### src/common/subsys_config.svh
`ifndef SUBSYS_CONFIG_SVH
`define SUBSYS_CONFIG_SVH

// Address map, each window runs from LOW up to but not including HIGH
`define RAM_LOW   32'h0000_0000
`define RAM_HIGH  32'h0000_1000

`define TIMER_LOW  32'h0000_1000
`define TIMER_HIGH 32'h0000_1100

`define GPIO_LOW  32'h0000_2000
`define GPIO_HIGH 32'h0000_2100

// Expansion port takes the upper half of the space
`define EXP_LOW  32'h8000_0000
`define EXP_HIGH 32'hFFFF_FFFF

// Scratch RAM depth in 32-bit words
`define RAM_WORDS 1024

// Width of the GPIO pin buses
`define GPIO_WIDTH 16

`endif
### src/common/periph_pkg.sv
// Register layout of the internal peripherals
package periph_pkg;

    // Offset of a register inside its slave window
    typedef logic [7:0] reg_offset_t;

    // Timer control fields, bit 0 at the bottom
    typedef struct packed {
        logic [15:0] reserved_hi;
        logic [7:0]  prescale;
        logic [4:0]  reserved_lo;
        logic        irq_clear;   // Write-only pulse, reads back as 0
        logic        auto_reload;
        logic        enable;
    } timer_fields_t;

    // Control word, stored raw and decoded through the fields
    typedef union packed {
        logic [31:0]   raw;
        timer_fields_t fields;
    } timer_ctrl_t;

    // Timer registers
    localparam reg_offset_t TMR_CTRL   = 8'h00;
    localparam reg_offset_t TMR_RELOAD = 8'h04;
    localparam reg_offset_t TMR_COUNT  = 8'h08;

    // GPIO registers
    localparam reg_offset_t GPIO_OUT = 8'h00;
    localparam reg_offset_t GPIO_IN  = 8'h04;

endpackage

### src/common/bus_pkg.sv
// Word types for the simple bus
//
// Every bus port in the subsystem carries a byte address and a data word.
// Both are 32 bits wide.
// The address is a byte address, so word-addressed slaves drop bits 1:0.
package bus_pkg;

    // Byte address presented by the master
    typedef logic [31:0] sb_addr_t;

    // Data word for both directions
    typedef logic [31:0] sb_data_t;

endpackage

### src/logic/bus_timer.sv
`timescale 1ns/1ps

module bus_timer (
    input  logic              clock,
    input  logic              rst_n,
    input  bus_pkg::sb_addr_t address,
    input  bus_pkg::sb_data_t write_data,
    input  logic              write_strobe,
    input  logic              read_strobe,
    output bus_pkg::sb_data_t read_data,
    output logic              ready,
    output logic              irq
);
    import bus_pkg::*;
    import periph_pkg::*;

    timer_ctrl_t ctrl;
    timer_ctrl_t wr_ctrl;
    sb_data_t    reload;
    sb_data_t    count;
    logic [7:0]  prescale_cnt;
    reg_offset_t offset;

    assign offset      = address[7:0];
    assign wr_ctrl.raw = write_data;

    always_ff @(posedge clock) begin
        if (!rst_n) begin
            ctrl.raw     <= '0;
            reload       <= '0;
            count        <= '0;
            prescale_cnt <= '0;
            irq          <= 1'b0;
            read_data    <= '0;
            ready        <= 1'b0;
        end else begin
            ready     <= 1'b1;
            read_data <= '0;

            // Count down one step every prescale+1 clocks
            if (ctrl.fields.enable) begin
                if (prescale_cnt == ctrl.fields.prescale) begin
                    prescale_cnt <= '0;
                    if (count == 32'd1) begin
                        irq <= 1'b1;
                        if (ctrl.fields.auto_reload) begin
                            count <= reload;
                        end else begin
                            count               <= '0;
                            ctrl.fields.enable  <= 1'b0;
                        end
                    end else if (count != '0) begin
                        count <= count - 32'd1;
                    end
                end else begin
                    prescale_cnt <= prescale_cnt + 8'd1;
                end
            end

            // Bus writes take priority over the counter
            if (write_strobe) begin
                case (offset)
                    TMR_CTRL: begin
                        ctrl.raw              <= wr_ctrl.raw;
                        ctrl.fields.irq_clear <= 1'b0;
                        if (wr_ctrl.fields.irq_clear) begin
                            irq <= 1'b0;
                        end
                        // Enabling restarts from the reload value
                        if (wr_ctrl.fields.enable) begin
                            count        <= reload;
                            prescale_cnt <= '0;
                        end
                    end
                    TMR_RELOAD: reload <= write_data;
                    default: ;
                endcase
            end

            if (read_strobe) begin
                case (offset)
                    TMR_CTRL:   read_data <= ctrl.raw;
                    TMR_RELOAD: read_data <= reload;
                    TMR_COUNT:  read_data <= count;
                    default:    read_data <= '0;
                endcase
            end
        end
    end
endmodule

### config.mk
export PLATFORM = sky130hd
export DESIGN_NAME = bus_timer
export DESIGN_NICKNAME = d
export VERILOG_FILES = /design/src/common/subsys_config.svh /design/src/common/periph_pkg.sv /design/src/common/bus_pkg.sv /design/src/logic/bus_timer.sv
export SDC_FILE = /design/constraint.sdc
export NUM_CORES = 1
export LEC_CHECK = 0
export BUFFER_PORTS_ARGS = -buffer_cell sky130_fd_sc_hd__buf_4
export CORE_MARGIN = 2
export CORE_UTILIZATION = 60
export CTS_CLUSTER_SIZE = 8
export DETAILED_ROUTE_END_ITERATION = 8
export HOLD_SLACK_MARGIN = 0.02
export PLACE_DENSITY = 0.81
export SETUP_SLACK_MARGIN = 0.15
export SYNTH_ARGS = -nofsm -noshare
export SYNTH_HDL_FRONTEND = slang
export SYNTH_SLANG_ARGS = --single-unit
### constraint.sdc
create_clock -name clock -period 4.1 [get_ports clock]
set_input_delay 0.41 -clock clock [delete_from_list [all_inputs] [get_ports clock]]
set_output_delay 0.41 -clock clock [all_outputs]
set_load 0.005 [all_outputs]
==> summary by stage, run 1 <==
Floorplanning
The die is 110 um tall. The row count is 38. 102 I/O pins were placed. The floorplan step defined a die boundary enclosing 12,200 sq um. The floorplan step defined a core boundary enclosing 10,900 sq um. The initial utilization of the core area, before any placement, comes to 62.1%. The x dimension of the die is 110 um.

Worst setup path
The worst register-to-register path begins at count[26]$_SDFF_PN0_. In this run the worst setup path begins at address[3]. STA classifies the critical path startpoint as a primary input. The maximum fanout encountered on the critical timing path is 34. The critical path is of the primary input to flip-flop type. At the worst endpoint, the required time is 4.42 ns. The endpoint type of the worst setup path is a flip-flop. STA puts the critical path data arrival time at 3.55 ns.

Synthesis
The cell area after synthesis is 6790 sq um. The share of synthesized flip-flops with an asynchronous set or reset is 0%. The synthesized area per cell is 7.83 sq um. Yosys printed 0 warnings.

After synthesis, the netlist uses 65 different library cells. The synthesized design contains 137 register bits. The part of the Yosys area used for sequential elements is 40.4%. The top cell type by area accounts for 40.4% of the synthesized area. The gate count of the mapped netlist is 867. The most area-hungry cell type in the Yosys netlist is sky130_fd_sc_hd__dfxtp_1. After synthesis, the cell types taking the most area are sky130_fd_sc_hd__dfxtp_1 40%, sky130_fd_sc_hd__a21oi_1 9.7%, sky130_fd_sc_hd__nand2_1 8.1%. The number of enable flip-flop cells after synthesis is 0. The net count after synthesis is 939. The primary flip-flop cell chosen by synthesis mapping is sky130_fd_sc_hd__dfxtp_1.

Detailed routing
The detailed-route DRC error count is 0. Across all layers, the routed design uses 6,792 vias. The number of DRC markers in iteration 0 is 702.

In the final routed layout, each cell accounts on average for 19.1 um. The number of vias per cell is 6.38. Once detail routing completed, the nets flagged for antenna violations numbered 0.

The final layout contains routed wiring with a total length of 20,400 um. For this run, the detailed router's first-pass iteration total came to 7.

Clock network
The buffer depth of the longest clock path is 2. The clock tree synthesis step divided the H-tree into 4 levels. Once the clock tree was built, the setup fixing pass inserted 0 buffers.

The clock net in this run drives a total of 137 sinks. The clock slew at the register clock pins of the worst setup and hold paths is 0.06 ns. The number of instances resized during post-cts repair is 0.

In this run, CTS created clock tree buffers numbering 17. The number of buffers inserted by hold repair at cts is 0. The clock tree from TritonCTS is done. The clock root buffer is sky130_fd_sc_hd__clkbuf_16. The insertion delay of the later-clocked pin in the worst-skew pair is 0.43 ns.

STA
The final worst-path cycle share is 78.7%. Setup repair after global routing left no endpoint under its margin. The count of pins over their slew limit was 0.

Clock skew on the completed layout was measured at 0.00853 ns. In the final timing run, aggregate negative setup slack is 0 ns. Derived from the worst setup path, the maximum achievable clock frequency is 310 MHz. For the pin with the worst max-slew slack, the measured transition is 1.16 ns. The final count of hold timing violations is 0. The worst setup slack after layout is 0.873 ns. In this run the tightest slew margin relative to its limit is 22.6%. The smallest clock period supported by the final layout is computed as 3.23 ns. The total setup violations reported at the end of the flow is 0.

Placed design
Once detailed placement completed, the half-perimeter wirelength came to 13,000 um. Prior to clock tree synthesis, the placed netlist has a worst setup slack of 0.547 ns. The number of buffers added on ports is 77. The routability-driven placement congestion ratio is 0.955.

Global routing
The first global-routing pass estimated 32,300 um of wire. The initial antenna violation count came to 0. The total grt overflow is 0. The via count of the first global-routing pass is 6,605.

Entering global routing, the biggest net connects 65 pins. Global routing consumed, over all layers together, 34.6% of the routing resources.

Cells and area
The share of post-route cells with drive strength above 1 is 16.2%. Leaving out fill and tap cells, the most frequent cell in the layout is sky130_fd_sc_hd__nand2_1. The number of nets in the layout is 984.

The number of antenna diodes in the final layout is 0. The area added between synthesis and finish is 17.7%. Counting the fill cells in the layout gives 870. The library cells used most frequently in the layout, excluding fill and tap cells, are 147 x sky130_fd_sc_hd__nand2_1, 137 x sky130_fd_sc_hd__dfxtp_1, 132 x sky130_fd_sc_hd__a21oi_1, 96 x sky130_fd_sc_hd__nor2_1, 94 x sky130_fd_sc_hd__buf_4.

Power
The worst-case IR drop observed on VDD is 326 uV. The static power due to leakage is 0.00318 uW. The total power per unit cell area is 373 nW/um^2.

Worst hold path
In this run the most critical hold path is launched from write_data[2]. The class of the tightest hold or removal check is primary input to flip-flop.

Flow run
The number of violations of the max-capacitance limit is 0.

Outcome
The run finished with clean final reports.
worst max-delay path, cell delays in order:
cell	delay [ns]
sky130_fd_sc_hd__buf_4	0.31
sky130_fd_sc_hd__nor2_1	0.20
sky130_fd_sc_hd__and4_1	0.61
sky130_fd_sc_hd__nand2_1	0.53
sky130_fd_sc_hd__nand2_1	0.89
sky130_fd_sc_hd__nor2_1	0.23
sky130_fd_sc_hd__a211oi_1	0.34
stage by stage:
| stage | hold slack, ns | utilization, % | total power (uW) | area, sq um | instances |
|---|---|---|---|---|---|
| floorplan | 0.436 | - | 1440 | 6790 | 867 |
| global route | 0.181 | 73.1 | 3060 | 7990 | 1065 |
| CTS | 0.165 | 73.1 | 2990 | 7990 | 1065 |
| detailed placement | 0.446 | 67.7 | 1500 | 7400 | 1033 |
| finish | 0.172 | 73.1 | 2980 | 7990 | 1065 |
| global placement | 0.443 | 67.7 | 1500 | 7400 | 1033 |
state kept, by name, summed over array words and instances, names as in the netlist:
register	flops
read_data	32
ctrl	31
count	32
ready	1
irq	1
reload	32
prescale_cnt	8
routing by layer:
| layer | track usage [%] | wire [um] |
|---|---|---|
| met5 | 0 | 0 |
| met4 | 17.8 | 694 |
| met3 | 9.23 | 1680 |
| met2 | 57.4 | 9840 |
| met1 | 41.2 | 8180 |
kinds of logic (layout without fill, tap and decap cells):
logic type,after synthesis,in the layout,synth area share [%]
AND/OR/NAND/NOR,364,364,25.5
AO/OA/AOI/OAI,222,222,19.7
adder cells (fa/ha/maj),4,4,0.737
flip-flops,137,137,40.4
XOR/XNOR,22,22,2.84
multiplexers,43,43,6.34
buffers and inverters,75,133,4.48
final timing paths:
| path | slack, ns | end | depth (start not counted) |
|---|---|---|---|
| worst max-delay path | 0.87 | count[13]$_SDFF_PN0_ | 7 |
| worst min-delay path | 0.17 | irq$_SDFF_PN0_ | 2 |
| worst max register to register | 0.88 | count[18]$_SDFF_PN0_ | 6 |
| worst min register to register | 0.45 | ctrl[21]$_SDFFE_PN0P_ | 2 |
synthesized netlist by cell type (3+ instances only):
cell and count:
sky130_fd_sc_hd__and4_1 3, sky130_fd_sc_hd__nand3_1 17, sky130_fd_sc_hd__a221oi_1 3, sky130_fd_sc_hd__ha_1 4, sky130_fd_sc_hd__or4_1 4, sky130_fd_sc_hd__clkbuf_1 60, sky130_fd_sc_hd__nor4_2 4, sky130_fd_sc_hd__o41ai_1 3
sky130_fd_sc_hd__xnor2_1 8, sky130_fd_sc_hd__or2_2 3, sky130_fd_sc_hd__or4_4 5, sky130_fd_sc_hd__a211oi_1 7, sky130_fd_sc_hd__inv_1 6, sky130_fd_sc_hd__o31ai_1 3, sky130_fd_sc_hd__and3_1 3, sky130_fd_sc_hd__mux2i_1 43
sky130_fd_sc_hd__nor3_1 20, sky130_fd_sc_hd__a21oi_1 132, sky130_fd_sc_hd__a31oi_1 12, sky130_fd_sc_hd__nand2_1 147, sky130_fd_sc_hd__xor2_1 14, sky130_fd_sc_hd__nor2_1 96, sky130_fd_sc_hd__dfxtp_1 137, sky130_fd_sc_hd__or3_1 23
sky130_fd_sc_hd__o211ai_1 19, sky130_fd_sc_hd__and2_1 3, sky130_fd_sc_hd__nor3b_1 4, sky130_fd_sc_hd__nand4_1 3, sky130_fd_sc_hd__buf_2 3, sky130_fd_sc_hd__o21ai_0 17, sky130_fd_sc_hd__nor4_1 18
final cells by class:
class                      instances  area [sq um]  share of cell area (%)
multi-input combinational        655          3750                    47.0
inverter                           7          26.3                   0.329
tap                              140           175                    2.19
sequential                       137          2740                    34.3
clock inverter                     6          60.1                   0.751
timing repair buffer              94           706                    8.83
clock buffer                      26           529                    6.62
power breakdown:
| group | switching [uW] | internal (uW) | leakage, uW | total [uW] |
|---|---|---|---|---|
| Clock | 563 | 943 | 0.000288 | 1510 |
| Sequential | 2.17 | 1330 | 0.00110 | 1340 |
| Combinational | 84.7 | 57.4 | 0.00179 | 142 |
Note: power is estimated with default switching activity, not from simulation.
==> run 2: changes to the inputs <==
--- a/config.mk
+++ b/config.mk
@@ -7,11 +7,11 @@
 export LEC_CHECK = 0
 export BUFFER_PORTS_ARGS = -buffer_cell sky130_fd_sc_hd__buf_4
 export CORE_MARGIN = 2
-export CORE_UTILIZATION = 60
+export CORE_UTILIZATION = 52
 export CTS_CLUSTER_SIZE = 8
 export DETAILED_ROUTE_END_ITERATION = 8
 export HOLD_SLACK_MARGIN = 0.02
-export PLACE_DENSITY = 0.81
+export PLACE_DENSITY = 0.75
 export SETUP_SLACK_MARGIN = 0.15
 export SYNTH_ARGS = -nofsm -noshare
 export SYNTH_HDL_FRONTEND = slang
==> constraint.sdc (replaced) <==
create_clock -name clock -period 2.8 [get_ports clock]
set_input_delay 0.28 -clock clock [delete_from_list [all_inputs] [get_ports clock]]
set_output_delay 0.28 -clock clock [all_outputs]
set_load 0.005 [all_outputs]
==> summary by stage, run 2 (synthesis gave the netlist of run 1 again) <==
Worst setup path
The worst reg-to-reg setup slack is 0.14 ns. The worst setup path is captured at a flip-flop. The worst setup path is launched from a flip-flop. The delay contributed by the slowest stage of the critical path is 0.58 ns. The worst setup path category is flip-flop to flip-flop. The library cell appearing most often on the critical path is sky130_fd_sc_hd__or4_4. Walking the worst path, the cells encountered are or4_4 > or4_4 > nor4_2 > buf_4 > nor3b_1 > a2111oi_2 > nor3_1. STA puts the critical path data required time at 3.11 ns. Data on the critical path arrives at its endpoint at 2.97 ns. In this run the worst path has a maximum fanout of 6. The slowest stage of the critical path belongs to the cell sky130_fd_sc_hd__or4_4.

Detailed routing
The count of antenna-violating nets left after detailed routing is 0. The number of DRC markers in iteration 0 is 612. The number of vias per cell is 6.04. The routed design has 20,900 um of wire. The count of vias placed by the detailed router is 6,906. The number of iterations in the first detailed-routing pass is 6.

The post-detailed-route wirelength per cell is 18.2 um. The detailed-route DRC error count is 0.

Clock network
The clock slew at the register clock pins of the worst setup and hold paths is 0.06 ns. Counting the buffers created by CTS gives 17. Counting every sink on the clock net gives 137.

The insertion delay of the later-clocked pin in the worst-skew pair is 0.43 ns. The buffer depth of the longest clock path is 2. TritonCTS built the clock tree. In this run the clock root is driven by a sky130_fd_sc_hd__clkbuf_16.

The number of H-tree levels is 4.

Floorplanning
In this run the horizontal extent of the chip is 118 um. During I/O placement, the number of pins put on the boundary was 102. The vertical extent of the die is 118 um. The overall die area is 14,000 sq um. The floorplan step defined a core boundary enclosing 12,700 sq um.

The row count is 41. The starting density of the core is 53.6%.

Global routing
The initial antenna violation count is 0. Entering global routing, the biggest net connects 39 pins. The first-pass GRT wire length is 32,700 um. The via count of the first global-routing pass is 6,496. The total grt overflow is 0.

The total routing resource utilization after global routing is 29.5%.

STA
The final worst-path cycle share is 95.1%. The final count of hold timing violations was 0. The normalized max-slew margin is 57.9%.

The achievable frequency is 375 MHz. The final worst clock skew is 0.00846 ns. In the final timing run, aggregate negative setup slack is 0 ns.

Setup repair after global routing could not meet its margin everywhere. The clock period minus final worst setup slack is 2.66 ns. The count of pins over their slew limit came to 0.

The total setup violations reported at the end of the flow is 0. The transition time at the pin with the least slew margin is 0.632 ns.

Placed design
Once detailed placement completed, the half-perimeter wirelength came to 13,100 um. The cell count after placement is 1,100. The routability-driven placement congestion ratio is 0.945. The count of buffers added on input and output ports is 77.

Power
Of the total power, combinational logic draws 4.9%. The analysis attributes to net switching a power of 1030 uW. Power comes to 4660 uW.

The total power per unit cell area is 541 nW/um^2. The clock network is responsible for 53.2% of the overall power. The static power due to leakage is 0.00346 uW. The internal power contribution is 3630 uW. VDD sags by at most 369 uV. Of the total power, the share spent switching nets is 22.1%. Sequential cells account for 41.9% of the total power.

Cells and area
The final antenna diode count is 0. The number of nets in the layout is 1,031. In the layout the commonest cells are 147 x sky130_fd_sc_hd__nand2_1, 136 x sky130_fd_sc_hd__dfxtp_1, 132 x sky130_fd_sc_hd__buf_4, 131 x sky130_fd_sc_hd__a21oi_1, 96 x sky130_fd_sc_hd__nor2_1. The area added between synthesis and finish is 26.9%.

The library cell used most frequently in the layout, excluding fill and tap cells, is sky130_fd_sc_hd__nand2_1. The final cell count without fillers is 1,144. In the final layout, the registers with the most flip-flops are count x32, read_data x32, reload x32.

The combined flip-flop and latch cell area is 2750 sq um. The fill cell total of the finished layout is 1,051. Summing all multi-input logic gate instances after layout gives 3850 sq um. The share of post-route cells with drive strength above 1 is 21.6%.

Outcome
The run finished with clean final reports.

Flow run
The number of violations of the max-capacitance limit is 0.

Worst hold path
The min-delay analysis places its worst path in the category primary input to flip-flop.
==> run 2: changes by cell type in the layout (fill, tap and decap cells not counted), moves of 3 or more <==
cell / previous run / this run
sky130_fd_sc_hd__nor4_4: 3 / 6
sky130_fd_sc_hd__buf_12: 0 / 4
sky130_fd_sc_hd__buf_4: 94 / 132
sky130_fd_sc_hd__bufinv_16: 1 / 5
sky130_fd_sc_hd__buf_6: 0 / 5
sky130_fd_sc_hd__clkinvlp_4: 2 / 7
sky130_fd_sc_hd__clkbuf_8: 7 / 0
==> run 2: stage by stage <==
| stage | worst slack (ns) | cell area (sq um) | hold slack [ns] | utilization (%) |
|---|---|---|---|---|
| after detailed placement | 0.132 | 7710 | 0.446 | 60.9 |
| after CTS | 0.142 | 8400 | 0.0270 | 66.3 |
| final | 0.136 | 8610 | 0.0365 | 68.0 |
| after global placement | 0.177 | 7710 | 0.441 | 60.9 |
| after floorplan | 0.152 | 6800 | 0.308 | - |
| after global routing | 0.0891 | 8610 | 0.0398 | 68.0 |
==> run 2: final cells by class <==
class / count / area share, %
clock buffer: 17 / 4.94
clock inverter: 15 / 2.61
inverter: 7 / 0.305
multi-input combinational: 655 / 44.7
sequential: 137 / 31.9
tap: 172 / 2.50
timing repair buffer: 141 / 13.1
==> run 2: critical path: cells and delay by family (launching register included) <==
family | cells | cell delay [ns]
compound gates | 1 | 0.37
flops | 1 | 0.35
buf+inv | 1 | 0.19
simple gates | 5 | 1.61
==> run 2: path summary, 6_finish.rpt <==
path / to / startpoint / cells past startpoint
worst max-delay path: count[2]$_SDFF_PN0_ / count[9]$_SDFF_PN0_ / 7
worst min-delay path: irq$_SDFF_PN0_ / write_data[2] / 2
worst max register to register: count[2]$_SDFF_PN0_ / count[9]$_SDFF_PN0_ / 7
worst min register to register: ctrl[22]$_SDFFE_PN0P_ / ctrl[22]$_SDFFE_PN0P_ / 2
==> run 2: repair_timing <==
action                     in CTS  in global routing
setup endpoints to repair       5                 25
resized for setup               3                 25
setup buffers                   4                  8
pin swaps                       0                  7
hold buffers                    0                  0
==> run 2: per-layer routing <==
metal / wire [um] / track usage (%) / vias to the layer above / part of all wire (%)
li1: - / - / 3267 / -
met3: 1610 / 6.08 / 59 / 7.7
met1: 8520 / 36.2 / 3278 / 41
met5: 0 / 0 / - / 0
met4: 589 / 13.9 / 0 / 2.8
met2: 10100 / 49.3 / 302 / 49
==> run 2: power groups by stage <==
stage / clock (uW) / combinational [uW] / sequential (uW)
finish: 2480 / 228 / 1950
global route: 2580 / 243 / 1950
CTS: 2500 / 217 / 1950
detailed placement: 0 / 216 / 2000
global placement: 0 / 214 / 2000
floorplan: 0 / 117 / 2000
