--- config.mk ---
export PLATFORM = sky130hd
export DESIGN_NAME = simplebus_interconnect
export DESIGN_NICKNAME = d
export VERILOG_FILES = /design/src/common/bus_pkg.sv /design/src/logic/simplebus_interconnect.sv
export VERILOG_INCLUDE_DIRS = /design/src /design/src/common
export SDC_FILE = /design/constraint.sdc
export NUM_CORES = 1
export LEC_CHECK = 0
export ABC_AREA = 1
export BUFFER_PORTS_ARGS = -buffer_cell sky130_fd_sc_hd__buf_2
export CAP_MARGIN = 20
export CORE_AREA = 3 3 193 195
export DETAILED_ROUTE_END_ITERATION = 12
export DIE_AREA = 0 0 196 198
export HOLD_SLACK_MARGIN = 0.02
export PLACE_DENSITY_LB_ADDON = 0.12
export SETUP_SLACK_MARGIN = 0.2
export SYNTH_ARGS = -nofsm -noshare
export SYNTH_HDL_FRONTEND = slang
export SYNTH_SLANG_ARGS = --single-unit
--- constraint.sdc ---
create_clock -name clock -period 1.9 [get_ports clock]
set_input_delay 0.285 -clock clock [delete_from_list [all_inputs] [get_ports clock]]
set_output_delay 0.285 -clock clock [all_outputs]
set_load 0.02 [all_outputs]
--- src/common/subsys_config.svh ---
`ifndef SUBSYS_CONFIG_SVH
`define SUBSYS_CONFIG_SVH

// Address map, each window runs from LOW up to but not including HIGH
`define RAM_LOW   32'h0000_0000
`define RAM_HIGH  32'h0000_1000

`define TIMER_LOW  32'h0000_1000
`define TIMER_HIGH 32'h0000_1100

`define GPIO_LOW  32'h0000_2000
`define GPIO_HIGH 32'h0000_2100

// Expansion port takes the upper half of the space
`define EXP_LOW  32'h8000_0000
`define EXP_HIGH 32'hFFFF_FFFF

// Scratch RAM depth in 32-bit words
`define RAM_WORDS 1024

// Width of the GPIO pin buses
`define GPIO_WIDTH 16

`endif
--- src/common/bus_pkg.sv ---
// Word types for the simple bus
//
// Every bus port in the subsystem carries a byte address and a data word.
// Both are 32 bits wide.
// The address is a byte address, so word-addressed slaves drop bits 1:0.
package bus_pkg;

    // Byte address presented by the master
    typedef logic [31:0] sb_addr_t;

    // Data word for both directions
    typedef logic [31:0] sb_data_t;

endpackage

--- src/logic/simplebus_interconnect.sv ---
`timescale 1ns/1ps
`include "subsys_config.svh"

module simplebus_interconnect (
    input  logic              clock,
    input  logic              rst_n,
    // Master side
    input  bus_pkg::sb_addr_t m_address,
    input  bus_pkg::sb_data_t m_write_data,
    input  logic              m_write_strobe,
    input  logic              m_read_strobe,
    output bus_pkg::sb_data_t m_read_data,
    output logic              m_ready,
    // Slave 1
    output bus_pkg::sb_addr_t s1_address,
    output bus_pkg::sb_data_t s1_write_data,
    output logic              s1_write_strobe,
    output logic              s1_read_strobe,
    input  bus_pkg::sb_data_t s1_read_data,
    input  logic              s1_ready,
    // Slave 2
    output bus_pkg::sb_addr_t s2_address,
    output bus_pkg::sb_data_t s2_write_data,
    output logic              s2_write_strobe,
    output logic              s2_read_strobe,
    input  bus_pkg::sb_data_t s2_read_data,
    input  logic              s2_ready,
    // Slave 3
    output bus_pkg::sb_addr_t s3_address,
    output bus_pkg::sb_data_t s3_write_data,
    output logic              s3_write_strobe,
    output logic              s3_read_strobe,
    input  bus_pkg::sb_data_t s3_read_data,
    input  logic              s3_ready,
    // Slave 4
    output bus_pkg::sb_addr_t s4_address,
    output bus_pkg::sb_data_t s4_write_data,
    output logic              s4_write_strobe,
    output logic              s4_read_strobe,
    input  bus_pkg::sb_data_t s4_read_data,
    input  logic              s4_ready
);
    import bus_pkg::*;

    logic [3:0] hit;

    function automatic logic in_window(sb_addr_t addr, sb_addr_t low, sb_addr_t high);
        return (addr >= low) && (addr < high);
    endfunction

    // Window decode, at most one bit set since the windows don't overlap
    assign hit[0] = in_window(m_address, `RAM_LOW, `RAM_HIGH);
    assign hit[1] = in_window(m_address, `TIMER_LOW, `TIMER_HIGH);
    assign hit[2] = in_window(m_address, `GPIO_LOW, `GPIO_HIGH);
    assign hit[3] = in_window(m_address, `EXP_LOW, `EXP_HIGH);

    always_ff @(posedge clock) begin
        if (!rst_n) begin
            {s1_address, s1_write_data, s1_write_strobe, s1_read_strobe} <= '0;
            {s2_address, s2_write_data, s2_write_strobe, s2_read_strobe} <= '0;
            {s3_address, s3_write_data, s3_write_strobe, s3_read_strobe} <= '0;
            {s4_address, s4_write_data, s4_write_strobe, s4_read_strobe} <= '0;
            m_read_data <= '0;
            m_ready     <= 1'b0;
        end else begin
            // Unselected slaves see an all-zero request
            s1_address      <= hit[0] ? m_address : '0;
            s1_write_data   <= hit[0] ? m_write_data : '0;
            s1_write_strobe <= hit[0] & m_write_strobe;
            s1_read_strobe  <= hit[0] & m_read_strobe;

            s2_address      <= hit[1] ? m_address : '0;
            s2_write_data   <= hit[1] ? m_write_data : '0;
            s2_write_strobe <= hit[1] & m_write_strobe;
            s2_read_strobe  <= hit[1] & m_read_strobe;

            s3_address      <= hit[2] ? m_address : '0;
            s3_write_data   <= hit[2] ? m_write_data : '0;
            s3_write_strobe <= hit[2] & m_write_strobe;
            s3_read_strobe  <= hit[2] & m_read_strobe;

            s4_address      <= hit[3] ? m_address : '0;
            s4_write_data   <= hit[3] ? m_write_data : '0;
            s4_write_strobe <= hit[3] & m_write_strobe;
            s4_read_strobe  <= hit[3] & m_read_strobe;

            // Idle slaves drive zero, so OR picks out the one answering
            m_read_data <= s1_read_data | s2_read_data | s3_read_data | s4_read_data;
            m_ready     <= s1_ready & s2_ready & s3_ready & s4_ready;
        end
    end
endmodule

==> results_dict.tcl, run 1 <==
set metrics [dict create \
    min_to "s4_write_data[4]" \
    finalCoreUtilization_pct 36.9 \
    synth.distinct_cells 16 \
    placeableCoreArea_um2 35600 \
    detail_route.iter0.violations 109 \
    first_pass_iters 4 \
    hold_depth 3 \
    cts_tree "done" \
    grt.total_usage_pct 14.7 \
    antenna_found_initial 8 \
    clkSlewWorstSetupHoldPaths_ns 0.06 \
    netlist_instances 711 \
    finalPower_mw 13.6 \
    rows 69 \
    static-leakage-power_nw 6.93 \
    cts-htree-levels 2 \
    die_width_um 196 \
    max_capacitance_violation_count 0 \
    global_route_wire_length_before_repair_um 42900 \
    placedCellCount 1719 \
    worst_hold_startpoint "m_write_data[4]" \
    number_of_global_route_vias_before_repair 7195 \
    timing.critical_path.required_ns 2.30 \
    tightestPinTransition_ns 0.510 \
    rsz0062_at_grt "true" \
    power.density_nw_per_um2 1040 \
    fmaxAchievable_mhz 623 \
    areaGrowthSynthToFinish_pct 66.3 \
    fin_crit_sh_pct 84.4 \
    final-max-slew-violation-count 0 \
    synth_largest_type_area_fraction_pct 75.3 \
    final_cell_count_no_fill 1878 \
    post-cts-setup-buffer-count 0 \
    cts_made_buffers 35 \
    setup-violations-final 0 \
    portBuffers 496 \
    clock-sinks 297 \
    globalplace.congestion 0.833 \
    io_pins 497 \
    cts.root.buffer_cell "sky130_fd_sc_hd__clkbuf_16" \
    worstPathArrival_ns 2.00 \
    die_area_um2 38800 \
    ir_worst_vdd_v 0.000730 \
    yosys.area.top_type "sky130_fd_sc_hd__dfxtp_1" \
    drt-wirelength-per-cell_um 15.7 \
    start_util_pct 22.2 \
    worst_setup_path_start_kind "input pin" \
    synth.yosys.warnings 0 \
    post_route_cells_drive_above_1_share_pct 42.9 \
    grt_start_max_net_pins 50 \
    synthesis.area_um2 7890 \
    finish.net_count 1594 \
    worst-path-max-fanout 49 \
    grt-ovfl-total 0 \
    synth_seq_cells 297 \
    period_needed_ns 1.60 \
    syn-mean-instance-area_um2 11.1 \
    die_h_um 198 \
    hold_viol 0 \
    main_area_contributors_after_synthesis "sky130_fd_sc_hd__dfxtp_1 (75%), sky130_fd_sc_hd__nor2_1 (9.5%), sky130_fd_sc_hd__nor2_2 (3.7%), sky130_fd_sc_hd__inv_1 (3.4%), sky130_fd_sc_hd__nor4_1 (2.5%)" \
    crit_path_end_kind "flip-flop" \
    via_per_inst 3.67 \
    run_status "completed" \
    drt_wl_total_um 29500 \
    timing_worst_setup_path_type "input pin to flip-flop" \
    min-delay-path-class "input pin to flip-flop" \
    slew-limit-headroom_pct 66.0 \
    hold_ws_ns 0.0603 \
    post_detailed_route_count_of_antenna_violating_nets 0 \
    setup_tns_ns 0 \
    synth_sequential_area_ratio_pct 75.3 \
    num_vias 6890 \
    cts.path.max_buffers 3 \
    dp_hpwl_um 22600 \
    drc_errors 0 \
]
-- registers in the layout (all words and copies together) (netlist names) --
name / flops
m_read_data: 32
m_ready: 1
s1_address: 32
s1_read_strobe: 1
s1_write_data: 32
s1_write_strobe: 1
s2_address: 32
s2_read_strobe: 1
s2_write_data: 32
s2_write_strobe: 1
s3_address: 32
s3_read_strobe: 1
s3_write_data: 32
s3_write_strobe: 1
s4_address: 32
s4_read_strobe: 1
s4_write_data: 32
s4_write_strobe: 1
-- critical path, cell delays in order --
cell and delay [ns]:
sky130_fd_sc_hd__dlygate4sd3_1 0.52, sky130_fd_sc_hd__buf_2 0.10, sky130_fd_sc_hd__nand2_1 0.05, sky130_fd_sc_hd__nor2_1 0.24, sky130_fd_sc_hd__nand2_1 0.09, sky130_fd_sc_hd__nor2_1 0.18
sky130_fd_sc_hd__nand2_1 0.09, sky130_fd_sc_hd__nand2_2 0.09, sky130_fd_sc_hd__buf_12 0.26, sky130_fd_sc_hd__nor2_1 0.08
-- final cells by class --
class	count	area (um2)
multi-input combinational	386	1720
sequential	297	5950
clock buffer	50	1000
inverter	71	267
tap	461	577
clock inverter	7	48.8
fill	3679	22400
timing repair buffer	603	3560
antenna	3	7.51
-- cell usage in the layout, fill, tap and decap left out, drive strengths merged --
master	count
nand2	31
diode	3
nand4	3
nor2	248
buf	504
clkbuf	50
conb	66
clkinvlp	1
inv	73
dlygate4sd3	99
nand3	6
clkinv	4
nor4	32
dfxtp	297
-- worst max path at each step --
stage	start	endpoint	slack, ns	cells after the start
final	m_address[1]	s4_write_data[24]	0.30	10
after CTS	m_address[1]	s4_write_data[24]	0.30	10
after detailed placement	m_address[0]	s4_write_data[24]	0.26	9
after global placement	m_address[0]	s4_address[23]	0.29	9
after floorplan	m_address[22]	s1_write_data[3]	0.74	8
after global routing	m_address[1]	s4_address[10]	0.19	10
-- stage by stage --
stage | worst slack, ns | instance area (um2)
final | 0.296 | 13100
after global routing | 0.194 | 13100
after detailed placement | 0.262 | 11100
after CTS | 0.299 | 13100
after floorplan | 0.735 | 8140
after global placement | 0.290 | 11100
-- logic make-up after synthesis --
| kind of cell | after synthesis | share of synthesized area (%) |
|---|---|---|
| other | 1 | 0.0475 |
| AND/OR/NAND/NOR | 320 | 18.6 |
| flip-flops | 297 | 75.3 |
| buffers and inverters | 93 | 6.03 |
-- what timing repair did --
action / in CTS / in global routing
gates resized for setup: 0 / 0
hold endpoints to repair: 100 / 0
hold buffers: 99 / 0
endpoints found under the setup margin: 0 / 3
-- Yosys cell counts, drive strengths merged --
library cell  count
nand2            31
buf              21
nand3             6
conb              1
inv              71
nor2            248
dfxtp           297
clkbuf            1
nor4             32
nand4             3
-- metal layers --
metal / vias up / wire length (um) / part of all wire (%) / global-route usage (%)
li1: 3449 / - / - / -
met1: 3042 / 10600 / 36 / 14.9
met2: 338 / 15200 / 52 / 27.3
met3: 59 / 2630 / 8.9 / 5.00
met4: 2 / 915 / 3.1 / 6.21
met5: - / 11 / 0.037 / 0
-- report_power, final --
| group | internal [mW] | switching [mW] | total [mW] |
|---|---|---|---|
| Combinational | 0.425 | 0.585 | 1.01 |
| Sequential | 6.40 | 0.0395 | 6.44 |
| Clock | 3.65 | 2.48 | 6.13 |
| Total | 10.5 | 3.10 | 13.6 |
Power figures use the tool's default switching activity.
==> inputs of run 2 (changes only) <==
clock period = 1.4 ns   (was 1.9 ns; I/O delays follow)
==> results_dict.tcl, run 2 (synthesis gave the netlist of run 1 again) <==
set metrics [dict create \
    die_h_um 198 \
    grt.total_usage_pct 15.8 \
    io_pins 497 \
    post_dp_cell_area_um2 11300 \
    setup-violations-final 0 \
    timing_worst_setup_path_type "flip-flop to output port" \
    areaGrowthSynthToFinish_pct 102 \
    ir_worst_vdd_v 0.000893 \
    grt-ovfl-total 0 \
    min-delay-path-class "input pin to flip-flop" \
    hold_ws_ns 0.0363 \
    commonest_non_fill_non_tap_cells_in_the_layout "sky130_fd_sc_hd__buf_2 (201), sky130_fd_sc_hd__nor2_1 (199), sky130_fd_sc_hd__buf_6 (186)" \
    rsz0062_at_grt "true" \
    timing.critical_path.required_ns 1.19 \
    clkSlewWorstSetupHoldPaths_ns 0.06 \
    detail_route.iter0.violations 184 \
    grt_start_max_net_pins 34 \
    drt_wl_total_um 32200 \
    die_width_um 196 \
    worst-path-max-fanout 1 \
    num-fill-cells 3349 \
    global_route_wire_length_before_repair_um 47000 \
    crit_buf_inv 1 \
    min_to "s1_write_data[23]" \
    finalWorstSetupSlack_ns 0.206 \
    via_per_inst 3.84 \
    cts-htree-levels 2 \
    critical_path.top_delay_family "flip-flops" \
    detailedPlace.worstSlack_ns -0.0898 \
    num_vias 7581 \
    cts.path.max_buffers 3 \
    dp_hpwl_um 22900 \
    final_cell_count_no_fill 1976 \
    period_needed_ns 1.19 \
    finish.net_count 1688 \
    placedCellCount 1734 \
    crit_path_end_kind "output port" \
    drt-wirelength-per-cell_um 16.3 \
    cts.root.buffer_cell "sky130_fd_sc_hd__clkbuf_16" \
    worst_setup_path_start_kind "flip-flop" \
    post_route_cells_drive_above_1_share_pct 52.5 \
    first_pass_iters 6 \
    final-max-slew-violation-count 0 \
    cp_slowest_cell "sky130_fd_sc_hd__dfxtp_2" \
    worstPathArrival_ns 0.98 \
    worst_hold_startpoint "m_write_data[23]" \
    cts_tree "done" \
    finalCoreUtilization_pct 44.8 \
    clock-sinks 297 \
    static-leakage-power_nw 7.67 \
    run_status "completed" \
    portBuffers 496 \
    final_design_area_no_fill_um2 15900 \
    finalPower_mw 20.1 \
    start_util_pct 22.2 \
    most_common_cell_after_layout_fill_and_taps_aside "sky130_fd_sc_hd__buf_2" \
    cpPeakStageDelay_ns 0.35 \
    hold_depth 3 \
    cts_made_buffers 34 \
    globalplace.congestion 0.823 \
    rows 69 \
    die_area_um2 38800 \
    fin_crit_sh_pct 85.3 \
    fmaxAchievable_mhz 837 \
    post_detailed_route_count_of_antenna_violating_nets 0 \
    number_of_global_route_vias_before_repair 8089 \
    hold_viol 0 \
    placeableCoreArea_um2 35600 \
    critical_path.cell_chain "buf_6" \
    max_capacitance_violation_count 0 \
    drc_errors 0 \
    power.density_nw_per_um2 1260 \
    antenna_found_initial 6 \
    setup_tns_ns 0 \
]
## run 2: area by class of cell
class | instances | area [um2] | share of cell area (%)
sequential | 297 | 6150 | 38.6
timing repair buffer | 698 | 5980 | 37.6
multi-input combinational | 386 | 1720 | 10.8
clock buffer | 48 | 1040 | 6.56
tap | 461 | 577 | 3.62
inverter | 71 | 267 | 1.67
clock inverter | 10 | 176 | 1.11
antenna | 5 | 12.5 | 0.0786
## run 2: tightest hold or removal path, stage by stage
cell and delay [ns]:
sky130_fd_sc_hd__buf_2 0.10, sky130_fd_sc_hd__inv_1 0.09, sky130_fd_sc_hd__nor2_2 0.10
## run 2: metal layers
| metal | vias to the layer above | track usage, % | routed length [um] |
|---|---|---|---|
| met5 | - | 0 | 49 |
| met4 | 6 | 6.52 | 1310 |
| met3 | 94 | 4.92 | 2600 |
| met2 | 386 | 29.2 | 16700 |
| met1 | 3446 | 16.6 | 11600 |
| li1 | 3649 | - | - |
## run 2: timing repair
action / in CTS / in global routing
endpoints found under the setup margin: 245 / 195
gates resized for setup: 360 / 286
buffers inserted: 0 / 0
endpoints found under the hold margin: 182 / 0
hold buffers: 179 / 0
## run 2: how the worst max path moves through the flow
stage                     depth (start not counted)        startpoint               end
after detailed placement                         10     m_address[19]  s4_write_data[6]
after floorplan                                   8     m_address[22]  s1_write_data[3]
after CTS                                         1  s4_write_data[1]  s4_write_data[1]
final                                             1  s4_write_data[1]  s4_write_data[1]
after global placement                           10     m_address[19]  s4_write_data[9]
after global routing                              1  s4_write_data[1]  s4_write_data[1]
## run 2: power breakdown
part / internal [mW] / total, mW / switching (mW)
combinational: 0.988 / 1.86 / 0.877
sequential: 8.71 / 8.80 / 0.0917
clock: 5.94 / 9.39 / 3.45
total: 15.6 / 20.1 / 4.42
==> inputs of run 3 (changes only) <==
CTS_CLUSTER_SIZE = 25   (was not set)
MAX_ROUTING_LAYER = met4   (was not set)
RECOVER_POWER = 100   (was not set)
==> results_dict.tcl, run 3 (synthesis gave the netlist of run 1 again) <==
set metrics [dict create \
    worst_setup_path_start_kind "flip-flop" \
    drt_wl_total_um 32200 \
    clkSlewWorstSetupHoldPaths_ns 0.06 \
    global_route_wire_length_before_repair_um 46800 \
    dp_hpwl_um 22900 \
    die_h_um 198 \
    timing_worst_setup_path_type "flip-flop to output port" \
    globalplace.congestion 0.836 \
    commonest_non_fill_non_tap_cells_in_the_layout "sky130_fd_sc_hd__dfxtp_1 (253), sky130_fd_sc_hd__nor2_1 (228), sky130_fd_sc_hd__buf_2 (190)" \
    grt_start_max_net_pins 34 \
    post_dp_cell_area_um2 11300 \
    period_needed_ns 1.28 \
    crit_path_end_kind "output port" \
    min-delay-path-class "input pin to flip-flop" \
    ir_worst_vdd_v 0.000886 \
    timing.critical_path.required_ns 1.19 \
    post_route_cells_drive_above_1_share_pct 35.1 \
    rsz0062_at_grt "true" \
    start_util_pct 22.2 \
    setup-violations-final 0 \
    fmaxAchievable_mhz 780 \
    critical_path.cell_chain "clkbuf_1" \
    cts_tree "done" \
    clock-sinks 297 \
    worstPathArrival_ns 1.07 \
    most_common_cell_after_layout_fill_and_taps_aside "sky130_fd_sc_hd__dfxtp_1" \
    run_status "completed" \
    number_of_global_route_vias_before_repair 8068 \
    hold_depth 3 \
    power.density_nw_per_um2 1320 \
    die_width_um 196 \
    io_pins 497 \
    fin_crit_sh_pct 91.5 \
    cpPeakStageDelay_ns 0.32 \
    rows 69 \
    num_vias 7474 \
    post_detailed_route_count_of_antenna_violating_nets 0 \
    placedCellCount 1734 \
    worst-path-max-fanout 1 \
    worst_hold_startpoint "m_write_data[23]" \
    max_capacitance_violation_count 0 \
    drc_errors 0 \
    final_cell_count_no_fill 1979 \
    areaGrowthSynthToFinish_pct 90.5 \
    cp_slowest_cell "sky130_fd_sc_hd__dfxtp_1" \
    final_design_area_no_fill_um2 15000 \
    cts.root.buffer_cell "sky130_fd_sc_hd__clkbuf_16" \
    detail_route.iter0.violations 195 \
    grt-ovfl-total 0 \
    final-max-slew-violation-count 0 \
    first_pass_iters 6 \
    cts_made_buffers 34 \
    cts.path.max_buffers 3 \
    drt-wirelength-per-cell_um 16.3 \
    static-leakage-power_nw 7.13 \
    die_area_um2 38800 \
    grt.total_usage_pct 16.3 \
    finish.net_count 1688 \
    hold_viol 0 \
    antenna_found_initial 7 \
    portBuffers 496 \
    via_per_inst 3.78 \
    placeableCoreArea_um2 35600 \
    min_to "s4_write_data[23]" \
    cts-htree-levels 2 \
    crit_buf_inv 1 \
    critical_path.top_delay_family "flip-flops" \
]
## run 3: layout make-up
type	instances	area [um2]
antenna	7	17.5
clock buffer	47	1010
clock inverter	12	191
fill	3561	20500
inverter	71	267
multi-input combinational	386	1640
timing repair buffer	698	5330
sequential	297	6000
tap	461	577
## run 3: through the flow
step	total power [mW]	utilization [%]	hold slack (ns)	TNS, ns	setup WS [ns]
final	19.9	42.3	0.0285	0	0.119
after detailed placement	10.2	31.7	0.427	-5.99	-0.0898
after CTS	20.2	42.7	0.0255	0	0.163
after floorplan	9.48	-	0.322	0	0.310
after global placement	10.2	31.7	0.421	-5.26	-0.0812
after global routing	20.7	42.3	0.0293	0	0.0848
## run 3: timing repair
| action | in CTS | in global routing |
|---|---|---|
| setup buffers | 0 | 0 |
| setup endpoints to repair | 256 | 176 |
| hold buffers | 179 | 0 |
| resized for setup | 364 | 264 |
| hold endpoints to repair | 182 | 0 |
## run 3: layer usage
layer | global-route usage, % | routed length (um) | vias up
met5 | - | 0 | -
met4 | 7.16 | 1320 | 0
met3 | 4.36 | 2600 | 77
met2 | 28.6 | 16300 | 390
met1 | 17.1 | 11900 | 3356
li1 | - | - | 3651
## run 3: report_power, final
| group | total, mW | switching [mW] | internal, mW |
|---|---|---|---|
| Clock | 9.39 | 3.44 | 5.96 |
| Combinational | 1.74 | 0.870 | 0.873 |
| Sequential | 8.78 | 0.0835 | 8.70 |
## run 3: worst max path at each step
stage	endpoint	depth (start not counted)	from
2_1_floorplan	s1_write_data[3]	8	m_address[22]
3_3_place_gp	s4_write_data[9]	10	m_address[19]
3_5_place_dp	s4_write_data[6]	10	m_address[19]
4_1_cts	s4_write_data[1]	1	s4_write_data[1]
5_1_grt	s3_write_data[16]	1	s3_write_data[16]
6_report	s3_write_data[16]	1	s3_write_data[16]
