--- src/common/subsys_config.svh ---
`ifndef SUBSYS_CONFIG_SVH
`define SUBSYS_CONFIG_SVH

// Address map, each window runs from LOW up to but not including HIGH
`define RAM_LOW   32'h0000_0000
`define RAM_HIGH  32'h0000_1000

`define TIMER_LOW  32'h0000_1000
`define TIMER_HIGH 32'h0000_1100

`define GPIO_LOW  32'h0000_2000
`define GPIO_HIGH 32'h0000_2100

// Expansion port takes the upper half of the space
`define EXP_LOW  32'h8000_0000
`define EXP_HIGH 32'hFFFF_FFFF

// Scratch RAM depth in 32-bit words
`define RAM_WORDS 1024

// Width of the GPIO pin buses
`define GPIO_WIDTH 16

`endif
--- src/common/periph_pkg.sv ---
// Register layout of the internal peripherals
package periph_pkg;

    // Offset of a register inside its slave window
    typedef logic [7:0] reg_offset_t;

    // Timer control fields, bit 0 at the bottom
    typedef struct packed {
        logic [15:0] reserved_hi;
        logic [7:0]  prescale;
        logic [4:0]  reserved_lo;
        logic        irq_clear;   // Write-only pulse, reads back as 0
        logic        auto_reload;
        logic        enable;
    } timer_fields_t;

    // Control word, stored raw and decoded through the fields
    typedef union packed {
        logic [31:0]   raw;
        timer_fields_t fields;
    } timer_ctrl_t;

    // Timer registers
    localparam reg_offset_t TMR_CTRL   = 8'h00;
    localparam reg_offset_t TMR_RELOAD = 8'h04;
    localparam reg_offset_t TMR_COUNT  = 8'h08;

    // GPIO registers
    localparam reg_offset_t GPIO_OUT = 8'h00;
    localparam reg_offset_t GPIO_IN  = 8'h04;

endpackage

--- src/common/bus_pkg.sv ---
// Word types for the simple bus
//
// Every bus port in the subsystem carries a byte address and a data word.
// Both are 32 bits wide.
// The address is a byte address, so word-addressed slaves drop bits 1:0.
package bus_pkg;

    // Byte address presented by the master
    typedef logic [31:0] sb_addr_t;

    // Data word for both directions
    typedef logic [31:0] sb_data_t;

endpackage

--- src/logic/gpio_port.sv ---
`timescale 1ns/1ps
`include "subsys_config.svh"

module gpio_port (
    input  logic                   clock,
    input  logic                   rst_n,
    input  bus_pkg::sb_addr_t      address,
    input  bus_pkg::sb_data_t      write_data,
    input  logic                   write_strobe,
    input  logic                   read_strobe,
    output bus_pkg::sb_data_t      read_data,
    output logic                   ready,
    input  logic [`GPIO_WIDTH-1:0] pins_in,
    output logic [`GPIO_WIDTH-1:0] pins_out
);
    import bus_pkg::*;
    import periph_pkg::*;

    logic [`GPIO_WIDTH-1:0] out_reg;
    logic [`GPIO_WIDTH-1:0] sync_meta;
    logic [`GPIO_WIDTH-1:0] sync_q;
    reg_offset_t            offset;

    assign offset   = address[7:0];
    assign pins_out = out_reg;

    // Two-flop synchronizer on the input pins
    always_ff @(posedge clock) begin
        sync_meta <= pins_in;
        sync_q    <= sync_meta;
    end

    always_ff @(posedge clock) begin
        if (!rst_n) begin
            out_reg   <= '0;
            read_data <= '0;
            ready     <= 1'b0;
        end else begin
            ready     <= 1'b1;
            read_data <= '0;
            if (write_strobe && offset == GPIO_OUT) begin
                out_reg <= write_data[`GPIO_WIDTH-1:0];
            end
            if (read_strobe) begin
                case (offset)
                    GPIO_OUT: read_data <= sb_data_t'(out_reg);
                    GPIO_IN:  read_data <= sb_data_t'(sync_q);
                    default:  read_data <= '0;
                endcase
            end
        end
    end
endmodule

--- config.mk ---
export PLATFORM = sky130hd
export DESIGN_NAME = gpio_port
export DESIGN_NICKNAME = d
export VERILOG_FILES = /design/src/common/periph_pkg.sv /design/src/common/bus_pkg.sv /design/src/logic/gpio_port.sv
export VERILOG_INCLUDE_DIRS = /design/src /design/src/common
export SDC_FILE = /design/constraint.sdc
export NUM_CORES = 1
export LEC_CHECK = 0
export BUFFER_PORTS_ARGS = -buffer_cell sky130_fd_sc_hd__buf_2
export CORE_UTILIZATION = 30
export DETAILED_ROUTE_END_ITERATION = 8
export MAX_ROUTING_LAYER = met4
export PLACE_DENSITY = 0.64
export SYNTH_ARGS = -nofsm -noshare
export SYNTH_HDL_FRONTEND = slang
export SYNTH_SLANG_ARGS = --single-unit
--- constraint.sdc ---
create_clock -name clock -period 1.45 [get_ports clock]
set_input_delay 0.145 -clock clock [delete_from_list [all_inputs] [get_ports clock]]
set_output_delay 0.145 -clock clock [all_outputs]
set_load 0.02 [all_outputs]
==> metrics list, run 1 <==
* Max-cap check violation count: 0
- First element of the critical path: pins_out[5]
- Type of element launching the critical path: flip-flop
- Final Total Pwr: 0.00348 W
* Horizontal die dimension: 84.1 um
- Effective utilization at floorplan: 31.5%
- Arrival time of data at the critical path endpoint: 880 ps
- Sequential share of the synthesized area: 64.3%
* Post-placement cell area: 0.00243 mm^2
- Summed over all instances, the cell type with the most area after synthesis is dfxtp_1.
- Setup repair after global routing left no endpoint under its margin.
- Setup TNS: 0 ps
- Buffers placed on the I/O ports in this run total 76.
- Ordered cell list for the critical path: buf_2
* Clock latency on the worst-skew pair: 330 ps
- The die is 84.1 um tall.
- Final max-slew violation count: 0
* CP max-delay cell: dfxtp_1
- Instance count along the most critical hold path: 3
- The final layout contains routed wiring with a total length of 4060 um.
* Total grt overflow: 0
- The most critical setup path has its endpoint at pins_out[5].
* Fraction of final layout cells sized beyond drive strength 1: 34.7%
- Number of iterations in the first detailed-routing pass: 6
- Measured in cells, the most critical reg-to-reg path has a length of 2.
* Final setup violation count: 0
- Failing checks: DRC
* Netlist Area Pre-Place: 0.00202 mm^2
- P per Cell Area: 1250 mW/mm^2
- Maximum vdd ir drop: 0.000490 V
- Layout net count: 358
- The library cells used most frequently in the layout, excluding fill and tap cells, are 76 x buf_2, 65 x dfxtp_1, 32 x nand2_1, 32 x mux2i_1.
- CP required: 1310 ps
* Most area-consuming cells after synthesis: dfxtp_1 64%, mux2i_1 16%, buf_4 6.3%
- Number of instances in the synthesized netlist: 175
- Launch point of the worst reg-to-reg path: pins_out[5]
- Summed over all cells, the static leakage comes to 1.32 nW.
- Entering global routing, the biggest net connects 24 pins.
- For this design the top-level I/O count stands at 133.
- Largest delay share family, worst path: flip-flops
* Dpl hpwl: 2710 um
* Setup fix buffers added after clock tree synthesis: 0
- Counting along the longest clock path gives a buffer depth of 2.
- Compared with the post-synthesis result, the final layout area differs by 37.1%.
* Yosys cell types: 14
- Clock-pin slew was measured on the worst setup and hold paths at 60 ps.
* Min Tclk post-route: 1020 ps
- Endpoint type of the worst setup path: output port
* Count of vias placed by the detailed router: 1444
* Number of buffer and inverter instances along the worst setup path: 1
- Avg Cell Area, Syn: 11.6 um^2
- The core region is 0.00642 mm^2.
* Number of buffers created by CTS: 9
* Number of global-route vias before repair: 1359
- The worst register-to-register path has a setup slack of 830 ps.
- Number of antenna diodes: 0
- After detailed routing, the number of remaining DRC violations is 6.
- After floorplanning, the core was divided into 29 placement rows.
- After the first detailed-routing iteration, the DRC count stood at 47.
* Detail-routed net length per standard cell: 11.5 um
* GRT Total Usage: 12.8%
- Outcome: finished, violations left
- Category of the most critical setup path: flip-flop to output port
* Fmax achieved: 980 MHz
* Antenna violations before repair: 0
- Die ar.: 0.00708 mm^2
- The count of nets left with antenna violations once routing finished came out at 0.
- DR vias/cell: 4.08
* Number of synthesis warnings: 0
- In this run the worst hold path is classified as input pin to flip-flop.
- Non-Filler Cell Area, Final: 0.00277 mm^2
- Share of the clock period used by the worst path: 70.4%
* H-tree lvl count: 3
- For the final database, setup skew stands at 5.30 ps.
- In this run the number of cells on the critical path is 1.
- Leading cell type in the layout, fill and taps excluded: buf_2
* Sink count of the clock tree: 65
- At the end of routability-driven placement, the weighted congestion stood at 0.684.
- Of all nets on the critical path, the largest fanout is 3.
- Flip-flop and latch count after synthesis: 65
- In this run the critical register-to-register path is captured at read_data[5].
- Peak per-stage delay on the critical path: 360 ps
- Buffer cell driving the clock tree root: clkbuf_8
- CTS tree: yes
- Share of the synthesized area in the top cell type: 64.3%
* Wire length of the first global-routing pass: 6440 um
- Startpoint of the lowest-slack hold path: write_data[5]
- The count of final hold-check violations is 0.
## stage by stage
stage          std cells  setup slack (ps)  hold slack (ps)  utilization [%]
4_1_cts              354               401             29.6             43.2
3_3_place_gp         324               182              248             37.8
3_5_place_dp         324               171              249             37.8
2_1_floorplan        190               308              173                -
6_report             354               429             59.7             43.2
5_1_grt              354               360             43.9             43.2
## final cells by class
cell class	count	area [um^2]
Multi-Input combinational cell	100	594
Clock buffer	11	141
Timing Repair Buffer	98	598
Fill cell	629	3650
Tap cell	77	96.3
Sequential cell	65	1300
Clock inverter	3	42.5
## Yosys cell counts
cell type and n:
nand2_1 32, clkbuf_1 4, buf_12 1, mux2i_1 32, and4b_1 1, buf_6 1
buf_2 2, nor2_1 16, nor3_1 1, nor4_2 1, conb_1 1, buf_4 17
nand4_1 1, dfxtp_1 65
## registers in the layout (all words and copies together) (netlist names)
signal,cells
ready,1
pins_out,16
read_data,16
sync_meta,16
sync_q,16
## kinds of logic (layout without fill, tap and decap cells)
family                 count (synthesis)  count (layout)  share of synthesized area (%)
buffers and inverters                 25             112                           9.09
and+or+nand+nor                       52              52                           10.6
muxes                                 32              32                           15.8
other                                  1              16                          0.185
DFF                                   65              65                           64.3
## per-layer routing
| metal | vias up | GRT usage (%) | wire length [um] |
|---|---|---|---|
| li1 | 727 | - | - |
| met1 | 660 | 13.1 | 1660 |
| met2 | 50 | 21.4 | 2080 |
| met3 | 7 | 4.75 | 241 |
| met4 | 0 | 6.58 | 73 |
| met5 | - | - | 0 |
## report_power, final
part | leakage, nW | switching, W | internal [W] | total [W]
combinational | 0.693 | 0.000105 | 0.000103 | 0.000207
sequential | 0.536 | 0.0000109 | 0.00184 | 0.00185
clock | 0.0913 | 0.000608 | 0.000819 | 0.00143
total | 1.32 | 0.000724 | 0.00276 | 0.00348
## how the worst min path moves through the flow
stage,end,slack [ps]
2_1_floorplan,ready,170
3_3_place_gp,sync_meta[10],250
3_5_place_dp,sync_meta[15],250
4_1_cts,pins_out[4],30
5_1_grt,pins_out[8],40
6_report,pins_out[5],60
## timing repair
item                                   CTS  global route
endpoints found under the hold margin   16             0
gates resized for setup                  0             0
hold buffers                            16             0
(Power assumes the default switching activity.)
==> inputs of run 2 (changes only) <==
--- a/config.mk
+++ b/config.mk
@@ -10,7 +10,7 @@
 export CORE_UTILIZATION = 30
 export DETAILED_ROUTE_END_ITERATION = 8
 export MAX_ROUTING_LAYER = met4
-export PLACE_DENSITY = 0.64
+export PLACE_DENSITY = 0.67
 export SYNTH_ARGS = -nofsm -noshare
 export SYNTH_HDL_FRONTEND = slang
 export SYNTH_SLANG_ARGS = --single-unit
==> constraint.sdc (replaced) <==
create_clock -name clock -period 0.8 [get_ports clock]
set_input_delay 0.08 -clock clock [delete_from_list [all_inputs] [get_ports clock]]
set_output_delay 0.08 -clock clock [all_outputs]
set_load 0.02 [all_outputs]
==> metrics list, run 2 (same netlist as run 1, synthesis figures left out) <==
- Setup repair after global routing could not meet its margin everywhere.
* Post-detailed-routing wire length: 4680 um (+15%)
- The die outline width was 84.1 um (unchanged).
* Detail-routed net length per standard cell: 12.0 um (+4.9%)
- CP required: 1050 ps (-260 ps)
* Max-cap check violation count: 0 (unchanged)
* Leak: 1.54 nW (+17%)
- The total area of multi-input combinational cells was 607 um^2 (+2.1%).
* Effective utilization at floorplan: 31.5% (unchanged)
* Antenna violations before repair: 0 (unchanged)
- The overall die area came to 0.00708 mm^2 (unchanged).
- The clock insertion delay at the later pin of the skew report is 330 ps (about the same).
- The path class of the tightest hold or removal check is input pin to flip-flop.
* Share of the clock period used by the worst path: 112%
- P per Cell Area: 1970 mW/mm^2 (+57%)
- Number of iterations in the first detailed-routing pass: 5 (-1)
* Number of antenna diodes: 0 (unchanged)
* Count of vias placed by the detailed router: 1563 (+8.2%)
* Final worst-path setup slack: -97.3 ps (-527 ps)
- H-tree lvl count: 3 (unchanged)
* Fmax achieved: 1110 MHz
- The peak ir drop on the vdd network came to 0.000967 V (+98%).
- The layout filler cell count came to 605 (-3.8%).
- First element of the critical path: address[3]
* DRC violations left: 10 (+4)
- Final setup violation count: 49 (+49)
* Dpl hpwl: 2820 um (+3.9%)
- The number of top-level pins was 133 (unchanged).
- Initial DRC Count: 56 (+19%)
* GRT Total Usage: 14.8% (+2.0 points)
- The floorplan row count was 29 (unchanged).
* Failing checks: DRC, setup timing
- Type of element launching the critical path: input pin
- Most frequent cells in the layout: 41 x buf_2, 36 x buf_6, 33 x dfxtp_2
- Number of global-route vias before repair: 1582 (+16%)
- Worst hold slack across all endpoints: 102 ps (+42.6 ps)
- Reg2Reg Depth: 3 (+1)
* Buffer depth of the longest clock path: 2 (unchanged)
* Routability Congestion: 0.612 (-10%)
- The total congestion overflow is 0 (unchanged).
- Relative to the synthesized area, the layout overhead comes to 67.0%.
* DR vias/cell: 4.02 (-1.5%)
- The first-pass GRT wire length was 7520 um (+17%).
- Final max-slew violation count: 0 (unchanged)
* Fraction of final layout cells sized beyond drive strength 1: 47.8% (+13 points)
- Leading cell type in the layout, fill and taps excluded: buf_2
- Post-route clock skew: 10.6 ps (+5.28 ps)
- Instance count along the most critical hold path: 2 (-1)
- The count of final hold-check violations was 0 (unchanged).
* Category of the most critical setup path: input pin to flip-flop
* Number of buffers created by CTS: 9 (unchanged)
- The count of nets after finishing was 391 (+9.2%).
* Endpoint type of the worst setup path: flip-flop
- Number of port buffers: 76 (unchanged)
- Buffer cell driving the clock tree root: clkbuf_8
- The flow ran to the end, but the final reports show violations.
* CTS tree: yes
- Clock Pin Slew Worst Setup and Hold Paths: 70 ps (about the same)
- The setup TNS after final layout is -2870 ps (-2870 ps).
* Area of the core region: 0.00642 mm^2 (unchanged)
- The height of the chip is 84.1 um (unchanged).
* Startpoint of the lowest-slack hold path: rst_n
- Min Tclk post-route: 897 ps
* Final Total Pwr: 0.00666 W (+91%)
* Post-detailed-route count of antenna-violating nets: 0 (unchanged)
- The critical path arrival came to 1150 ps (+270 ps).
- Crit path max fanout: 8 (+5)
- Launch point of the worst reg-to-reg path: pins_out[7]
- The number of sinks on the clock net is 65 (unchanged).
- Seq. cell area: 0.00134 mm^2 (+3.2%)
- The pin count of the biggest net entering global routing was 18 (-25%).
[run 2: cell count changes in the layout (fill, tap and decap cells not counted), moves of 2 or more]
cell           before  now
buf_4               5   20
clkbuf_8           10   12
buf_2              76   41
buf_6               0   36
dlygate4sd3_1      16   32
dfxtp_1            65   32
dfxtp_2             0   33
[run 2: metrics by stage]
stage | util (%) | std cells | instance area [um^2] | setup slack, ps
3_3_place_gp | 38.1 | 325 | 2450 | -377
3_5_place_dp | 38.1 | 325 | 2450 | -422
2_1_floorplan | - | 190 | 2090 | -259
6_report | 52.6 | 389 | 3380 | -97.3
5_1_grt | 52.6 | 389 | 3380 | -131
4_1_cts | 51.9 | 386 | 3330 | -102
[run 2: final cells by class]
class                   count  share of cell area (%)
clock inverters             2                    1.04
flip-flops and latches     65                    39.7
well taps                  77                    2.85
multi-input cells         100                    18.0
repair buffers            131                    33.3
clock buffers              14                    5.11
[run 2: worst paths after layout]
| path | slack [ps] | to |
|---|---|---|
| min reg2reg | 330 | sync_q[0] |
| max | -100 | pins_out[11] |
| min | 100 | ready |
| max reg2reg | 40 | read_data[7] |
[run 2: per-layer routing]
layer  GRT usage (%)  wire [um]
met5               -          0
met4            9.40        124
met3            3.66        220
met2            24.1       2420
met1            16.0       1910
[run 2: timing repair]
action,in CTS,in global routing
gates cloned,0,1
setup endpoints to repair,49,50
pin swaps,1,3
gates resized for setup,101,3
endpoints found under the hold margin,32,0
buffers inserted,13,2
hold buffers,32,0
[run 2: power breakdown]
part           internal, W  switching (W)  total (W)
clock network      0.00169        0.00117    0.00286
registers          0.00333      0.0000222    0.00335
logic             0.000249       0.000204   0.000453
total              0.00527        0.00139    0.00666
[run 2: worst max-delay path, stage by stage]
cell,delay (ps)
buf_6,90
nor4_4,270
and4b_2,330
clkbuf_16,190
mux2i_1,180
==> inputs of run 3 (changes only) <==
==> constraint.sdc (replaced) <==
create_clock -name clock -period 0.8 [get_ports clock]
set_input_delay 0 -clock clock [delete_from_list [all_inputs] [get_ports clock]]
set_output_delay 0 -clock clock [all_outputs]
set_load 0.02 [all_outputs]
==> metrics list, run 3 (same netlist as run 1, synthesis figures left out) <==
- The flow ran to the end, but the final reports show violations.
- The checks that failed: DRC, setup timing.
- Wire length of the first global-routing pass: 7300 um (-2.9%)
- Effective utilization at floorplan: 31.5% (unchanged)
- Count of final hold-check violations: 0 (unchanged)
- Switching pwr: 0.00144 W (+3.0%)
- GRT Total Usage: 14.1% (-0.68 points)
* Launch point of the worst reg-to-reg path: pins_out[14]
- In the layout the commonest cells are 41 x buf_2, 36 x dfxtp_1, 33 x buf_6.
- Routability Congestion: 0.612 (unchanged)
- Antenna violations before repair: 0 (unchanged)
* Layout net count: 389 (-0.51%)
- The placeable core region is 0.00642 mm^2 (unchanged).
- The total congestion overflow came to 0 (unchanged).
- The number of inserted diodes was 0 (unchanged).
- Horizontal die dimension: 84.1 um (unchanged)
- The total number of vias was 1553 (-0.64%).
- Compared with the post-synthesis result, the final layout area differs by 64.7%.
- Dpl hpwl: 2810 um (-0.19%)
- In this run the worst setup path begins at address[3].
- The library cell used most frequently in the layout, excluding fill and tap cells, is buf_2.
- The height of the chip came to 84.1 um (unchanged).
- Die ar.: 0.00708 mm^2 (unchanged)
* Endpoint type of the worst setup path: flip-flop
- FF-to-FF End: read_data[14]
- The number of buffers created by CTS was 9 (unchanged).
- The H-tree depth reported by CTS is 3 (unchanged).
* Final setup violation count: 5 (-90%)
* Type of element launching the critical path: input pin
- The number of buffers added on ports is 76 (unchanged).
- Initial DRC Count: 34 (-39%)
- Fraction of final layout cells sized beyond drive strength 1: 46.5% (-1.3 points)
- The post-route clock period utilization was 103% (-8.7 points).
* Buffer cell driving the clock tree root: clkbuf_8
* Max-cap check violation count: 0 (unchanged)
* Seq. cell area: 0.00134 mm^2 (-0.37%)
* Register-to-register setup slack: 40 ps (about the same)
* Crit path max fanout: 8 (unchanged)
* Detail-routed net length per standard cell: 11.8 um (-2.2%)
* Tightest Hold Check Type: input pin to flip-flop
* Number of iterations in the first detailed-routing pass: 5 (unchanged)
- The maximum frequency from static timing analysis is 1210 MHz (+8.4%).
* Pin count of the biggest net entering global routing: 18 (unchanged)
- The via count of the first global-routing pass is 1573 (-0.57%).
* Clock Pin Slew Worst Setup and Hold Paths: 70 ps (about the same)
- The critical path arrival was 1070 ps (-80 ps).
* Maximum vdd ir drop: 0.00139 V (+44%)
* Setup TNS: -57.6 ps (+2820 ps)
* Leak: 1.52 nW (-1.3%)
- Worst setup path endpoint: pins_out[3]
* P per Cell Area: 1950 mW/mm^2 (-0.92%)
- The sequential fraction of design power was 51.4% (+1.2 points).
- Filler Cells Inserted: 603 (-0.33%)
- IO Pins: 133 (unchanged)
* Fraction of power spent switching nets: 22.1% (+1.1 points)
* Reg2Reg Depth: 3 (unchanged)
- The setup clock skew after layout was 9.80 ps (-0.785 ps).
- Unrepaired setup endpoints after global routing: yes
- The final wirelength was 4560 um (-2.7%).
- Area used by multi-input combinational logic: 604 um^2 (-0.41%)
- DRC violations left: 10 (unchanged)
* Sink count of the clock tree: 65 (unchanged)
* Buffer depth of the longest clock path: 2 (unchanged)
- The critical path is of the input pin to flip-flop type.
- The remaining antenna violation count was 0 (unchanged).
* Logic gate share of total power: 6.9% (about the same)
- Internal power: 0.00507 W (-3.7%)
- The floorplan row count came to 29 (unchanged).
- Final standard cell utilization of the core: 51.9% (-0.72 points)
- The minimum period implied by the final worst setup slack was 827 ps (-69.9 ps).
- The smallest setup slack after layout came to -27.4 ps (+69.9 ps).
- The per-cell via count in the routed design was 4.01 (-0.13%).
- Clock latency on the worst-skew pair: 330 ps (about the same)
* Final max-slew violation count: 0 (unchanged)
- CP required: 1050 ps (about the same)
* Share of power burned in the clock network: 41.7% (-1.3 points)
- CTS tree: yes
-- run 3: worst min-delay path by stage --
stage | start | depth (start not counted) | to | slack, ps
floorplan | rst_n | 0 | ready | 30
global placement | pins_in[2] | 1 | sync_meta[2] | 100
detailed placement | pins_in[12] | 1 | sync_meta[12] | 100
CTS | rst_n | 2 | ready | 10
global route | rst_n | 2 | ready | 20
finish | rst_n | 2 | ready | 30
-- run 3: per-stage QoR --
step	setup slack, ps	total power, W	instances	area [um^2]	hold slack [ps]
2_1_floorplan	-179	0.00365	190	2090	27.7
3_3_place_gp	-297	0.00373	325	2450	104
3_5_place_dp	-336	0.00374	325	2450	104
4_1_cts	-17.4	0.00660	385	3250	12.3
5_1_grt	-63.2	0.00684	387	3330	21.9
6_report	-27.4	0.00651	387	3330	26.5
-- run 3: worst max-delay path, stage by stage --
cell and delay, ps:
buf_6 90, nor4_4 270, and4b_2 330, clkbuf_16 190, mux2i_1 190
-- run 3: layout make-up --
type | instances | area share, %
flip-flops and latches | 65 | 40.1
repair buffers | 129 | 33.0
multi-input cells | 100 | 18.1
clock buffers | 10 | 4.13
well taps | 77 | 2.89
clock inverters | 6 | 1.73
-- run 3: layer usage --
metal / share of wire [%] / up-vias / global-route usage (%)
met2: 49 / 53 / 22.7
li1: - / 786 / -
met3: 4.6 / 10 / 3.07
met1: 43 / 704 / 15.9
met4: 2.4 / 0 / 8.78
met5: 0 / - / -
-- run 3: repair_timing --
action	4_1_cts	5_1_grt
endpoints found under the setup margin	33	44
endpoints found under the hold margin	32	0
hold buffers	32	0
pin swaps	1	2
buffers inserted	12	1
resized for setup	75	21
cloned	0	1
-- run 3: power groups by stage --
stage / combinational [W] / sequential, W / clock [W]
floorplan: 0.000232 / 0.00342 / 0
global route: 0.000489 / 0.00335 / 0.00300
CTS: 0.000443 / 0.00335 / 0.00281
finish: 0.000449 / 0.00335 / 0.00272
detailed placement: 0.000315 / 0.00342 / 0
global placement: 0.000312 / 0.00342 / 0
